===== src/source/ranging_consts.svh =====
`ifndef RANGING_CONSTS_SVH
`define RANGING_CONSTS_SVH

// width of echo times, accumulators and the report word.
`define RANGING_COUNT_W 24

// clock cycles per UART bit on the host link.
`define RANGING_CLKS_PER_BIT 16

// clock cycles between two ping strobes.
`define RANGING_PING_PERIOD 4096

// pings that make up one report window.
`define RANGING_PINGS_PER_WINDOW 8

// carrier periods per burst, each four clocks long.
`define RANGING_BURST_CYCLES 8

// fixed offset that every recorded echo time carries.
`define RANGING_ECHO_LATENCY 3

`endif


===== src/source/ranging_pkg.sv =====
`include "ranging_consts.svh"

package ranging_pkg;

    // one echo time, accumulated sum or report word.
    typedef logic [`RANGING_COUNT_W-1:0] count_t;

    // pings issued so far in the current window, zero up to the window length.
    typedef logic [$clog2(`RANGING_PINGS_PER_WINDOW + 1)-1:0] ping_idx_t;

endpackage


===== src/source/link_pkg.sv =====
package link_pkg;

    typedef logic [7:0] byte_t;

    // host command bytes, upper-case ASCII.
    typedef enum byte_t {
        CMD_START = 8'h53,
        CMD_STOP  = 8'h58
    } cmd_e;

endpackage


===== src/source/uart_rx.sv =====
`include "ranging_consts.svh"

module uart_rx (
    input  logic            clk,
    input  logic            rst,
    input  logic            rx_serial,
    output link_pkg::byte_t rx_data,
    output logic            rx_stb,
    output logic            rx_err
);

    localparam int CLKS = `RANGING_CLKS_PER_BIT;
    localparam int CNT_W = $clog2(CLKS);

    typedef enum logic [1:0] {
        RX_IDLE,
        RX_START,
        RX_DATA,
        RX_STOP
    } rx_state_e;

    rx_state_e       state;
    logic            rx_meta;
    logic            rx_sync;
    logic            rx_prev;
    logic [CNT_W-1:0] baud_cnt;
    logic [2:0]      bit_idx;
    link_pkg::byte_t shift;

    // the line idles high, so the synchronizer resets to one.
    always_ff @(posedge clk) begin
        if (rst) begin
            rx_meta <= 1'b1;
            rx_sync <= 1'b1;
            rx_prev <= 1'b1;
        end else begin
            rx_meta <= rx_serial;
            rx_sync <= rx_meta;
            rx_prev <= rx_sync;
        end
    end

    always_ff @(posedge clk) begin
        if (rst) begin
            state    <= RX_IDLE;
            baud_cnt <= '0;
            bit_idx  <= '0;
            rx_stb   <= 1'b0;
            rx_err   <= 1'b0;
        end else begin
            rx_stb <= 1'b0;
            rx_err <= 1'b0;
            case (state)
                RX_IDLE: begin
                    // only a falling edge starts a byte, so a held-low line is ignored.
                    if (rx_prev && !rx_sync) begin
                        state    <= RX_START;
                        baud_cnt <= '0;
                    end
                end
                RX_START: begin
                    if (baud_cnt == CNT_W'(CLKS / 2 - 1)) begin
                        baud_cnt <= '0;
                        bit_idx  <= '0;
                        state    <= rx_sync ? RX_IDLE : RX_DATA;
                    end else begin
                        baud_cnt <= baud_cnt + 1'b1;
                    end
                end
                RX_DATA: begin
                    if (baud_cnt == CNT_W'(CLKS - 1)) begin
                        baud_cnt <= '0;
                        shift    <= {rx_sync, shift[7:1]};
                        bit_idx  <= bit_idx + 1'b1;
                        if (bit_idx == 3'd7) begin
                            state <= RX_STOP;
                        end
                    end else begin
                        baud_cnt <= baud_cnt + 1'b1;
                    end
                end
                RX_STOP: begin
                    if (baud_cnt == CNT_W'(CLKS - 1)) begin
                        state <= RX_IDLE;
                        if (rx_sync) begin
                            rx_stb <= 1'b1;
                        end else begin
                            rx_err <= 1'b1;
                        end
                    end else begin
                        baud_cnt <= baud_cnt + 1'b1;
                    end
                end
                default: state <= RX_IDLE;
            endcase
        end
    end

    assign rx_data = shift;

endmodule


===== src/source/uart_tx.sv =====
`include "ranging_consts.svh"

module uart_tx (
    input  logic            clk,
    input  logic            rst,
    input  logic            tx_valid,
    input  link_pkg::byte_t tx_data,
    output logic            tx_ready,
    output logic            tx_serial
);

    localparam int CLKS = `RANGING_CLKS_PER_BIT;
    localparam int CNT_W = $clog2(CLKS);

    logic             busy;
    logic [9:0]       frame;
    logic [CNT_W-1:0] baud_cnt;
    logic [3:0]       bit_cnt;

    // the frame register shifts in ones, so the line rests high between bytes.
    always_ff @(posedge clk) begin
        if (rst) begin
            busy     <= 1'b0;
            frame    <= '1;
            baud_cnt <= '0;
            bit_cnt  <= '0;
        end else if (!busy) begin
            if (tx_valid) begin
                busy     <= 1'b1;
                frame    <= {1'b1, tx_data, 1'b0};
                baud_cnt <= '0;
                bit_cnt  <= '0;
            end
        end else if (baud_cnt == CNT_W'(CLKS - 1)) begin
            baud_cnt <= '0;
            frame    <= {1'b1, frame[9:1]};
            if (bit_cnt == 4'd9) begin
                busy <= 1'b0;
            end else begin
                bit_cnt <= bit_cnt + 1'b1;
            end
        end else begin
            baud_cnt <= baud_cnt + 1'b1;
        end
    end

    assign tx_serial = frame[0];
    assign tx_ready  = !busy;

    // the producer must hold its byte until this transmitter takes it.
    tx_data_held: assert property (@(posedge clk) disable iff (rst)
        tx_valid && !tx_ready |=> $stable(tx_data));

endmodule


===== src/source/pulse_digitizer.sv =====
module pulse_digitizer (
    input  logic clk,
    input  logic rst,
    input  logic echo_in,
    output logic echo_stb
);

    logic echo_meta;
    logic echo_sync;
    logic echo_prev;

    // two flops take the comparator output into the clock domain.
    always_ff @(posedge clk) begin
        if (rst) begin
            echo_meta <= 1'b0;
            echo_sync <= 1'b0;
            echo_prev <= 1'b0;
            echo_stb  <= 1'b0;
        end else begin
            echo_meta <= echo_in;
            echo_sync <= echo_meta;
            echo_prev <= echo_sync;
            // one strobe per rising edge, however long the pulse lasts.
            echo_stb  <= echo_sync && !echo_prev;
        end
    end

endmodule


===== src/source/burst_tx.sv =====
`include "ranging_consts.svh"

module burst_tx (
    input  logic clk,
    input  logic rst,
    input  logic ping_stb,
    output logic tx_out,
    output logic burst_active
);

    localparam int PERIOD_W = $clog2(`RANGING_BURST_CYCLES);

    logic [1:0]          phase;
    logic [PERIOD_W-1:0] period;

    always_ff @(posedge clk) begin
        if (rst) begin
            burst_active <= 1'b0;
            phase        <= '0;
            period       <= '0;
        end else if (ping_stb) begin
            burst_active <= 1'b1;
            phase        <= '0;
            period       <= '0;
        end else if (burst_active) begin
            phase <= phase + 1'b1;
            if (phase == 2'd3) begin
                period <= period + 1'b1;
                if (period == PERIOD_W'(`RANGING_BURST_CYCLES - 1)) begin
                    burst_active <= 1'b0;
                end
            end
        end
    end

    // phases 0 and 1 are the high half of each carrier period.
    assign tx_out = burst_active && !phase[1];

    // the ping period is longer than a burst, so a new ping never cuts one short.
    ping_after_burst: assert property (@(posedge clk) disable iff (rst)
        ping_stb |-> !burst_active);

endmodule


===== src/source/ranging_ctrl.sv =====
`include "ranging_consts.svh"

module ranging_ctrl (
    input  logic                clk,
    input  logic                rst,
    input  link_pkg::byte_t     rx_data,
    input  logic                rx_stb,
    input  logic                echo_stb,
    input  logic                burst_active,
    output logic                ping_stb,
    output logic                report_valid,
    output ranging_pkg::count_t report_value,
    input  logic                report_ready,
    output logic                running,
    output logic                echo_seen
);

    localparam int PERIOD_W = $clog2(`RANGING_PING_PERIOD);
    localparam int PINGS = `RANGING_PINGS_PER_WINDOW;
    // cycles from the tx_out rise to echo_stb that the timer already counts.
    localparam int ECHO_PATH_CYCLES = 3;

    logic [PERIOD_W-1:0]    period_cnt;
    ranging_pkg::ping_idx_t ping_idx;
    ranging_pkg::count_t    timer;
    ranging_pkg::count_t    first_t;
    ranging_pkg::count_t    last_t;
    ranging_pkg::count_t    acc_first;
    ranging_pkg::count_t    acc_last;
    ranging_pkg::count_t    report_sum;
    logic                   start_cmd;
    logic                   stop_cmd;
    logic                   period_end;
    logic                   window_end;
    logic                   echo_hit;

    assign start_cmd  = rx_stb && (rx_data == link_pkg::CMD_START);
    assign stop_cmd   = rx_stb && (rx_data == link_pkg::CMD_STOP);
    assign period_end = running && !stop_cmd && (period_cnt == PERIOD_W'(`RANGING_PING_PERIOD - 1));
    // the ping that opens a new window also closes the old one.
    assign window_end = ping_stb && running && !stop_cmd && !start_cmd
                        && (ping_idx == ranging_pkg::ping_idx_t'(PINGS));
    // edges during the burst are the transmitter itself.
    assign echo_hit   = running && echo_stb && !burst_active && !ping_stb;

    always_ff @(posedge clk) begin
        if (rst) begin
            running    <= 1'b0;
            ping_stb   <= 1'b0;
            period_cnt <= '0;
            ping_idx   <= '0;
        end else begin
            ping_stb <= start_cmd || period_end;
            if (stop_cmd) begin
                running <= 1'b0;
            end else if (start_cmd) begin
                running <= 1'b1;
            end
            if (start_cmd || period_end) begin
                period_cnt <= '0;
            end else if (running) begin
                period_cnt <= period_cnt + 1'b1;
            end
            if (start_cmd) begin
                ping_idx <= '0;
            end else if (ping_stb) begin
                ping_idx <= window_end ? ranging_pkg::ping_idx_t'(1) : ping_idx + 1'b1;
            end
        end
    end

    always_ff @(posedge clk) begin
        if (rst) begin
            echo_seen <= 1'b0;
        end else if (start_cmd || ping_stb) begin
            echo_seen <= 1'b0;
        end else if (echo_hit) begin
            echo_seen <= 1'b1;
        end
    end

    always_ff @(posedge clk) begin
        if (ping_stb) begin
            timer <= ranging_pkg::count_t'(`RANGING_ECHO_LATENCY - ECHO_PATH_CYCLES);
        end else begin
            timer <= timer + 1'b1;
        end
        if (echo_hit) begin
            if (!echo_seen) begin
                first_t <= timer;
            end
            last_t <= timer;
        end
    end

    always_ff @(posedge clk) begin
        if (start_cmd || window_end) begin
            acc_first <= '0;
            acc_last  <= '0;
        end else if (ping_stb && echo_seen) begin
            acc_first <= acc_first + first_t;
            acc_last  <= acc_last + last_t;
        end
    end

    // the last ping of the window is folded in here, as its strobe never comes.
    assign report_sum = acc_first + acc_last + (echo_seen ? first_t + last_t : '0);

    always_ff @(posedge clk) begin
        if (rst) begin
            report_valid <= 1'b0;
        end else if (window_end) begin
            report_valid <= 1'b1;
        end else if (report_valid && report_ready) begin
            report_valid <= 1'b0;
        end
    end

    always_ff @(posedge clk) begin
        if (window_end) begin
            report_value <= report_sum;
        end
    end

    ping_only_running: assert property (@(posedge clk) disable iff (rst)
        ping_stb |-> running);

    report_held: assert property (@(posedge clk) disable iff (rst)
        report_valid && !report_ready |=> $stable(report_value));

endmodule


===== src/source/hex_report.sv =====
`include "ranging_consts.svh"

module hex_report (
    input  logic                clk,
    input  logic                rst,
    input  logic                report_valid,
    input  ranging_pkg::count_t report_value,
    output logic                report_ready,
    output logic                tx_valid,
    output link_pkg::byte_t     tx_data,
    input  logic                tx_ready
);

    localparam int NIBBLES = `RANGING_COUNT_W / 4;
    localparam int CHARS = NIBBLES + 2;
    localparam int IDX_W = $clog2(CHARS);

    logic                busy;
    logic [IDX_W-1:0]    char_idx;
    ranging_pkg::count_t value;
    logic [3:0]          nibble;

    assign nibble       = value[`RANGING_COUNT_W-1 -: 4];
    assign report_ready = !busy;
    assign tx_valid     = busy;

    // hex digits first, then CR and LF.
    always_comb begin
        if (char_idx == IDX_W'(NIBBLES)) begin
            tx_data = 8'h0D;
        end else if (char_idx == IDX_W'(NIBBLES + 1)) begin
            tx_data = 8'h0A;
        end else if (nibble < 4'd10) begin
            tx_data = 8'h30 + {4'h0, nibble};
        end else begin
            tx_data = 8'h37 + {4'h0, nibble};
        end
    end

    always_ff @(posedge clk) begin
        if (rst) begin
            busy     <= 1'b0;
            char_idx <= '0;
        end else if (!busy) begin
            if (report_valid) begin
                busy     <= 1'b1;
                char_idx <= '0;
            end
        end else if (tx_ready) begin
            char_idx <= char_idx + 1'b1;
            if (char_idx == IDX_W'(CHARS - 1)) begin
                busy <= 1'b0;
            end
        end
    end

    // the top nibble is always the one on the line.
    always_ff @(posedge clk) begin
        if (!busy && report_valid) begin
            value <= report_value;
        end else if (busy && tx_ready) begin
            value <= value << 4;
        end
    end

endmodule


===== src/source/ranging_top.sv =====
module ranging_top (
    input  logic clk,
    input  logic rst,
    input  logic rx_serial,
    input  logic echo_in,
    output logic tx_serial,
    output logic tx_out,
    output logic running,
    output logic echo_seen
);

    link_pkg::byte_t     rx_data;
    logic                rx_stb;
    logic                echo_stb;
    logic                ping_stb;
    logic                burst_active;
    logic                report_valid;
    ranging_pkg::count_t report_value;
    logic                report_ready;
    logic                tx_valid;
    link_pkg::byte_t     tx_data;
    logic                tx_ready;

    // a byte with a bad stop bit is simply dropped.
    uart_rx uart_rx_i (
        .clk(clk), .rst(rst), .rx_serial(rx_serial),
        .rx_data(rx_data), .rx_stb(rx_stb), .rx_err()
    );

    pulse_digitizer pulse_digitizer_i (
        .clk(clk), .rst(rst), .echo_in(echo_in), .echo_stb(echo_stb)
    );

    burst_tx burst_tx_i (
        .clk(clk), .rst(rst), .ping_stb(ping_stb),
        .tx_out(tx_out), .burst_active(burst_active)
    );

    ranging_ctrl ranging_ctrl_i (
        .clk(clk), .rst(rst), .rx_data(rx_data), .rx_stb(rx_stb),
        .echo_stb(echo_stb), .burst_active(burst_active), .ping_stb(ping_stb),
        .report_valid(report_valid), .report_value(report_value),
        .report_ready(report_ready), .running(running), .echo_seen(echo_seen)
    );

    hex_report hex_report_i (
        .clk(clk), .rst(rst), .report_valid(report_valid),
        .report_value(report_value), .report_ready(report_ready),
        .tx_valid(tx_valid), .tx_data(tx_data), .tx_ready(tx_ready)
    );

    uart_tx uart_tx_i (
        .clk(clk), .rst(rst), .tx_valid(tx_valid), .tx_data(tx_data),
        .tx_ready(tx_ready), .tx_serial(tx_serial)
    );

endmodule


===== config.mk =====
export PLATFORM = sky130hd
export DESIGN_NAME = ranging_top
export DESIGN_NICKNAME = d
export VERILOG_FILES = /design/src/source/ranging_pkg.sv /design/src/source/link_pkg.sv /design/src/source/uart_rx.sv /design/src/source/uart_tx.sv /design/src/source/pulse_digitizer.sv /design/src/source/burst_tx.sv /design/src/source/ranging_ctrl.sv /design/src/source/hex_report.sv /design/src/source/ranging_top.sv
export VERILOG_INCLUDE_DIRS = /design/src /design/src/source
export SDC_FILE = /design/constraint.sdc
export NUM_CORES = 1
export LEC_CHECK = 0
export BUFFER_PORTS_ARGS = -buffer_cell sky130_fd_sc_hd__buf_2
export CAP_MARGIN = 5
export CELL_PAD_IN_SITES_DETAIL_PLACEMENT = 0
export CELL_PAD_IN_SITES_GLOBAL_PLACEMENT = 1
export CORE_ASPECT_RATIO = 0.7
export CORE_UTILIZATION = 28
export CTS_BUF_LIST = sky130_fd_sc_hd__clkbuf_16
export CTS_CLUSTER_DIAMETER = 40
export DETAILED_ROUTE_END_ITERATION = 8
export GPL_TIMING_DRIVEN = 0
export PLACE_DENSITY = 0.59
export SYNTH_ARGS = -nofsm -noshare
export SYNTH_HDL_FRONTEND = slang
export SYNTH_SLANG_ARGS = --single-unit

===== constraint.sdc =====
create_clock -name clk -period 7.15 [get_ports clk]
set_input_delay 0.3575 -clock clk [delete_from_list [all_inputs] [get_ports clk]]
set_output_delay 0.3575 -clock clk [all_outputs]
set_load 0.01 [all_outputs]

### After elaboration in Yosys (flattened, before gate mapping)

Index checks and enable logic that the tools add are counted.

* logic and storage cells: 180
* bits in registers: 242
* output and inout bits: 4
* input bits: 4

* mux-type cells: 49
* reduce and logical (&&, ||, !) cells: 50
* add/sub/neg operators: 17
* eq/ne operators: 25
* magnitude comparators: 1
* bitwise logic cells: 4

Operators with widths (number)
* adder 24 bit: 5
* 2-to-1 mux 24 bit: 3
* 2-to-1 mux 4 bit: 11
* 2-to-1 mux 10 bit: 3
* adder 24 x 1 -> 24 bit, second input constant: 1
* 2-to-1 mux 8 bit: 3
* logical AND 1 bit: 17
* adder 4 x 1 -> 4 bit, second input constant: 4
* == test 4 bit, second input constant: 4
* == test 8 x 7 -> 1 bit, second input constant: 2
* one-hot mux 4 bit (4 select lines): 1
* 2-to-1 mux 1 bit: 15
* 2-to-1 mux 3 bit: 5
* adder 6 x 4 -> 7 bit, first input constant: 2
* adder 12 x 1 -> 12 bit, second input constant: 1
* == test 12 bit, second input constant: 1
* == test 3 bit, second input constant: 4
* 2-to-1 mux 2 bit: 6
* != test 2 x 1 -> 1 bit, second input constant: 5
* AND reduction 2 bit: 5
* nonzero test 2 bit: 5
* OR reduction 2 bit: 5
* adder 3 x 1 -> 3 bit, second input constant: 3
* logical NOT 1 bit: 9
* 14 further kinds: 26

### Logic depth before layout (Yosys ltp)

* depth after elaboration: 7
* gate-level depth with buffers: 24

### Cells and area by module

Synthesis repeated with hierarchy kept, for this count alone.

* cells, all modules: 1489
* area, all modules: 14166.1 µm²

Modules (own cells, without submodules)
* ranging_ctrl: cells each 1127, sequential area each 4003.8 µm², area an instance 10556.4 µm², times used 1
* hex_report: cells each 141, sequential area each 800.8 µm², area an instance 1368.8 µm², times used 1
* uart_tx: cells each 104, sequential area each 360.3 µm², area an instance 928.4 µm², times used 1
* uart_rx: cells each 82, sequential area each 520.5 µm², area an instance 913.4 µm², times used 1
* burst_tx: cells each 27, sequential area each 120.1 µm², area an instance 287.8 µm², times used 1
* pulse_digitizer: cells each 8, sequential area each 80.1 µm², area an instance 111.4 µm², times used 1

### Least setup slack after synthesis

OpenSTA, ideal clock, no wires.

* path type: reg-to-reg
* from: register ranging_ctrl_i.last_t[0]
* to: register ranging_ctrl_i.report_value[23] (data pin)
* data required time: 6892 ps
* slack: 2418 ps
* data arrival time: 4474 ps
* cell stages (with the launch flop): 25
* cells stage by stage: edfxtp_1 > ha_1 > inv_1 > fa_1 > nor2b_1 > o211ai_1 > a21boi_0 > o211ai_1 > nand2_1 > a21oi_1 > o21ai_0 > nand3_1 > fa_1 > inv_1 > ha_1 > and2_4 > a221o_1 > a221o_1 > o211ai_2 > a21boi_2 > o21ai_2 > a21oi_2 > a211oi_2 > xnor2_1 > xnor2_1

* cells in the longest elaborated chain, start to end: 3

RTL lines
* from (decl): RTL line ranging_ctrl.sv:27 `ranging_pkg::count_t last_t;`
* from (signal assigned): RTL line ranging_ctrl.sv:92 `last_t <= timer;`
* adder 24 bit: RTL line ranging_ctrl.sv:107 `assign report_sum = acc_first + acc_last + (echo_seen ? first_t + last_t : '0);`
* 2-to-1 mux 24 bit: RTL line ranging_ctrl.sv:107
* adder 24 bit: RTL line ranging_ctrl.sv:107
* net ranging_ctrl_i.report_sum[23]: RTL line ranging_ctrl.sv:30 `ranging_pkg::count_t report_sum;`
* to (signal assigned): RTL line ranging_ctrl.sv:121 `report_value <= report_sum;`
* to (decl): RTL line ranging_ctrl.sv:12 `output ranging_pkg::count_t report_value,`

The timed path passes the listed nets, and every way through them passes these cells.
A chain may end at the register's enable or synchronous reset.

### Worst setup path in the final report

* from: register ranging_ctrl_i.first_t[1]
* to: register ranging_ctrl_i.report_value[23] (data pin)

* cells in the longest elaborated chain, start to end: 3

RTL lines
* from (decl): RTL line ranging_ctrl.sv:26 `ranging_pkg::count_t first_t;`
* from (signal assigned): RTL line ranging_ctrl.sv:90 `first_t <= timer;`
* adder 24 bit: RTL line ranging_ctrl.sv:107
* 2-to-1 mux 24 bit: RTL line ranging_ctrl.sv:107
* adder 24 bit: RTL line ranging_ctrl.sv:107
* net ranging_ctrl_i.report_sum[23]: RTL line ranging_ctrl.sv:30

The timed path passes the listed nets, and every way through them passes these cells.

==> results.yml <==
worst_setup_path:
  timing.rr.start: "ranging_ctrl_i.first_t[1]"
  crit_slowest_cell: "edfxtp_1"
  crit_fanout: 5
  cp-start-kind: "register"
  crit_family: "compound AO/OA/AOI/OAI gates"
  crit_type: "register to register"
  ff2ff_setup_slack_ns: 1.71
  cp.required_ns: 7.41
  path_depth: 21
  crit_chain: "ha_1, a21o_1, and4_1, nor4_1, o31ai_1, a21oi_1, inv_1, a31oi_1, xor2_1, nor2_1, fa_1, ha_1, and3_2, a221o_1, o211ai_2, a21boi_2, o21ai_2, a21oi_2, a211oi_2, xnor2_1, xnor2_1"
  critical_path.endpoint: "ranging_ctrl_i.report_value[23]"
  cp_data_arrival_time_ns: 5.70
  slowest_delay_ns: 0.48
  critPathCaptureType: "register"
  worst-path-buf-inv: 1
  crit_start: "ranging_ctrl_i.first_t[1]"
  reg2reg_depth: 21
  rr_endpoint: "ranging_ctrl_i.report_value[23]"
cells_and_area:
  fin_cells: 2168
  layout.nets: 1628
  antenna_cells: 0
  postLayoutCoreUtil_pct: 33.15
  area_growth_pct: 15.86
  drive_above_1_share_pct: 7.931
clock_network:
  cts_sinks: 241
  cts_htree_levels: 2
  cts_setup_buffers: 0
  cts_root_buffer: "clkbuf_16"
  cts_buffers: 38
  path_clk_slew_ns: 0.06
  clock_latency_ns: 0.53
  cts_max_path_buffers: 3
  cts_tree: "done"
pwr:
  p_per_area_mw_per_mm2: 222.6
  p_leak_nw: 6.368
  ir_drop_mv: 0.1221
  switchingPower_mw: 0.8634
  sequentialPowerShare_pct: 43.6
  power_frac_comb_pct: 4.2
  sw_frac_of_total_pct: 24.28
  p_int_mw: 2.693
  p_clk_share_pct: 52.3
placed_design:
  place_congestion: 0.8178
  io_buffers: 7
  hpwl_um: 26580
  place_inst: 2099
  pre_cts_slack_ns: 1.769
grt:
  grt_usage_pct: 13.99
  grt_pass1_wl_um: 54710
  grt-ovfl-total: 0
  grt_pass1_vias: 9730
  antenna_found_initial: 0
  grt_max_degree: 25
logic_synthesis:
  yosysWarnings: 0
  postSynth.asyncResetShare_pct: 0
  syn_area_per_cell_um2: 9.611
  yosysUniqueCellTypes: 68
  synthCells: 1435
  ys_ff_latch: 241
  synth_edf_count: 104
  ys.flop_type: "dfxtp_1"
  ys_seq_area_share_pct: 42.53
  synthesis.area_mm2: 0.01379
  synth_nets: 1578
detailed_routing:
  via_per_inst: 4.635
  vias: 10048
  drc_errors: 0
  ant_nets: 0
  routed_wirelength_um: 34550
  wl_per_cell_um: 15.94
  drtPass1Iterations: 5
  drt_iter0_markers: 440
floorplanning:
  io_pins: 8
  die_area_mm2: 0.05016
  die_h_um: 187.7
  die_w_um: 267.3
  initial_utilization_pct: 28.61
  std_cell_rows: 67
  core_area_mm2: 0.04820
hold_path:
  hold_class: "input port to register"
timing:
  skew_ns: 0.02726
  max_slew_margin_pct: 15.78
  holdWs_ns: 0.05919
  finalSetupViolCount: 0
  worst_slew_pin_slew_ns: 1.263
  final_hold_viol_count: 0
  period_share_pct: 76.12
  fmax_mhz: 183.7
  rsz0062_at_grt: "no"
  worst_slack_ns: 1.707
  fin_setup_tns_ns: 0
  fin_crit_ns: 5.443
  drv_slew: 0
flow_run:
  drv_cap: 0
outcome:
  run_status: "completed"
[power groups by stage]
| stage | Combinational [mW] | Clock (mW) | Sequential (mW) |
|---|---|---|---|
| after floorplan | 0.119 | 0 | 1.56 |
| after global placement | 0.145 | 0 | 1.57 |
| after detailed placement | 0.147 | 0 | 1.58 |
| after CTS | 0.149 | 1.91 | 1.55 |
| after global routing | 0.172 | 1.97 | 1.56 |
| final | 0.148 | 1.86 | 1.55 |
[final cells by class]
type                            instances  area, um^2
Sequential cell                       241        5866
Inverter                               76       285.3
Timing Repair Buffer                   10       67.56
Buffer                                 38       150.1
Multi-Input combinational cell       1080        7506
Tap cell                              655       819.5
Clock inverter                         29       309.0
Clock buffer                           39       975.9
Fill cell                            4971       32220
[sequential cells by signal, summed over array words and instances (netlist names), 8 cells and up, named ones only]
name and cells:
uart_tx_i.frame 9, ranging_ctrl_i.first_t 24, ranging_ctrl_i.report_value 24, hex_report_i.value 24, ranging_ctrl_i.acc_last 24, ranging_ctrl_i.period_cnt 12
ranging_ctrl_i.acc_first 24, uart_rx_i.rx_data 8, ranging_ctrl_i.timer 24, ranging_ctrl_i.last_t 24
[cell families (layout without fill, tap and decap cells)]
group           Yosys count  count (layout)  share of synthesized area (%)
compound gates          328             328                          14.83
mux                      26              26                          2.078
xor+xnor                107             107                          6.795
fa+ha+maj               139             139                          14.08
simple gates            480             480                          16.53
buf+inv                 114             192                          3.157
flops                   241             241                          42.53
[layer usage]
layer / vias up / global-route usage (%) / share of wire [%]
met4: 0 / 3.338 / 1.7
li1: 5208 / - / -
met3: 49 / 2.456 / 3.6
met5: - / 0 / 0
met1: 4678 / 23.02 / 58
met2: 113 / 18.07 / 37
[cells in the mapped netlist (13+ instances only)]
cell      instances  area (um^2)
nand2_1         145        544.3
inv_1            76        285.3
nor2b_1          26        162.7
fa_1             27        540.5
nand3_1          46        230.2
a21o_1           25        187.7
clkbuf_1         31        116.4
and3_1           18        112.6
or3_1            16        100.1
o21ai_0          64        320.3
a21oi_1         129        645.6
nand2b_1         18        112.6
xnor2_1          58        508.0
xor2_1           49        429.2
nor2_1          127        476.7
mux2_2           21        236.5
edfxtp_1        104         3123
nor3_1           27        135.1
ha_1            112         1401
and2_1           13        81.33
o21a_1           16        120.1
a211oi_1         16        120.1
dfxtp_1         137         2743
[worst min path at each step]
stage	cells past startpoint	slack [ns]	endpoint	startpoint
finish	2	0.06	pulse_digitizer_i.echo_meta	echo_in
global route	2	0.03	pulse_digitizer_i.echo_meta	echo_in
CTS	2	0.04	pulse_digitizer_i.echo_meta	echo_in
detailed placement	1	0.38	pulse_digitizer_i.echo_stb	pulse_digitizer_i.echo_prev
global placement	1	0.38	pulse_digitizer_i.echo_stb	pulse_digitizer_i.echo_prev
floorplan	1	0.37	pulse_digitizer_i.echo_stb	pulse_digitizer_i.echo_prev
[metrics by stage]
stage	total power, mW	instance area, um^2
global placement	1.719	14650
global route	3.700	15980
finish	3.556	15980
floorplan	1.677	13790
CTS	3.609	15980
detailed placement	1.725	14680
[what timing repair did]
item	CTS	global route
hold buffers	1	0
endpoints found under the setup margin	0	0
hold endpoints to repair	1	0
resized for setup	0	0
[cells in the final DEF, fill, tap and decap left out, types with 49 or more instances in the layout]
cell type / Yosys / final
nand2_1: 145 / 145
o21ai_0: 64 / 64
edfxtp_1: 104 / 104
dfxtp_1: 137 / 137
xor2_1: 49 / 49
inv_1: 76 / 79
a21oi_1: 129 / 129
xnor2_1: 58 / 58
ha_1: 112 / 112
nor2_1: 127 / 127
Power figures use the tool's default switching activity.
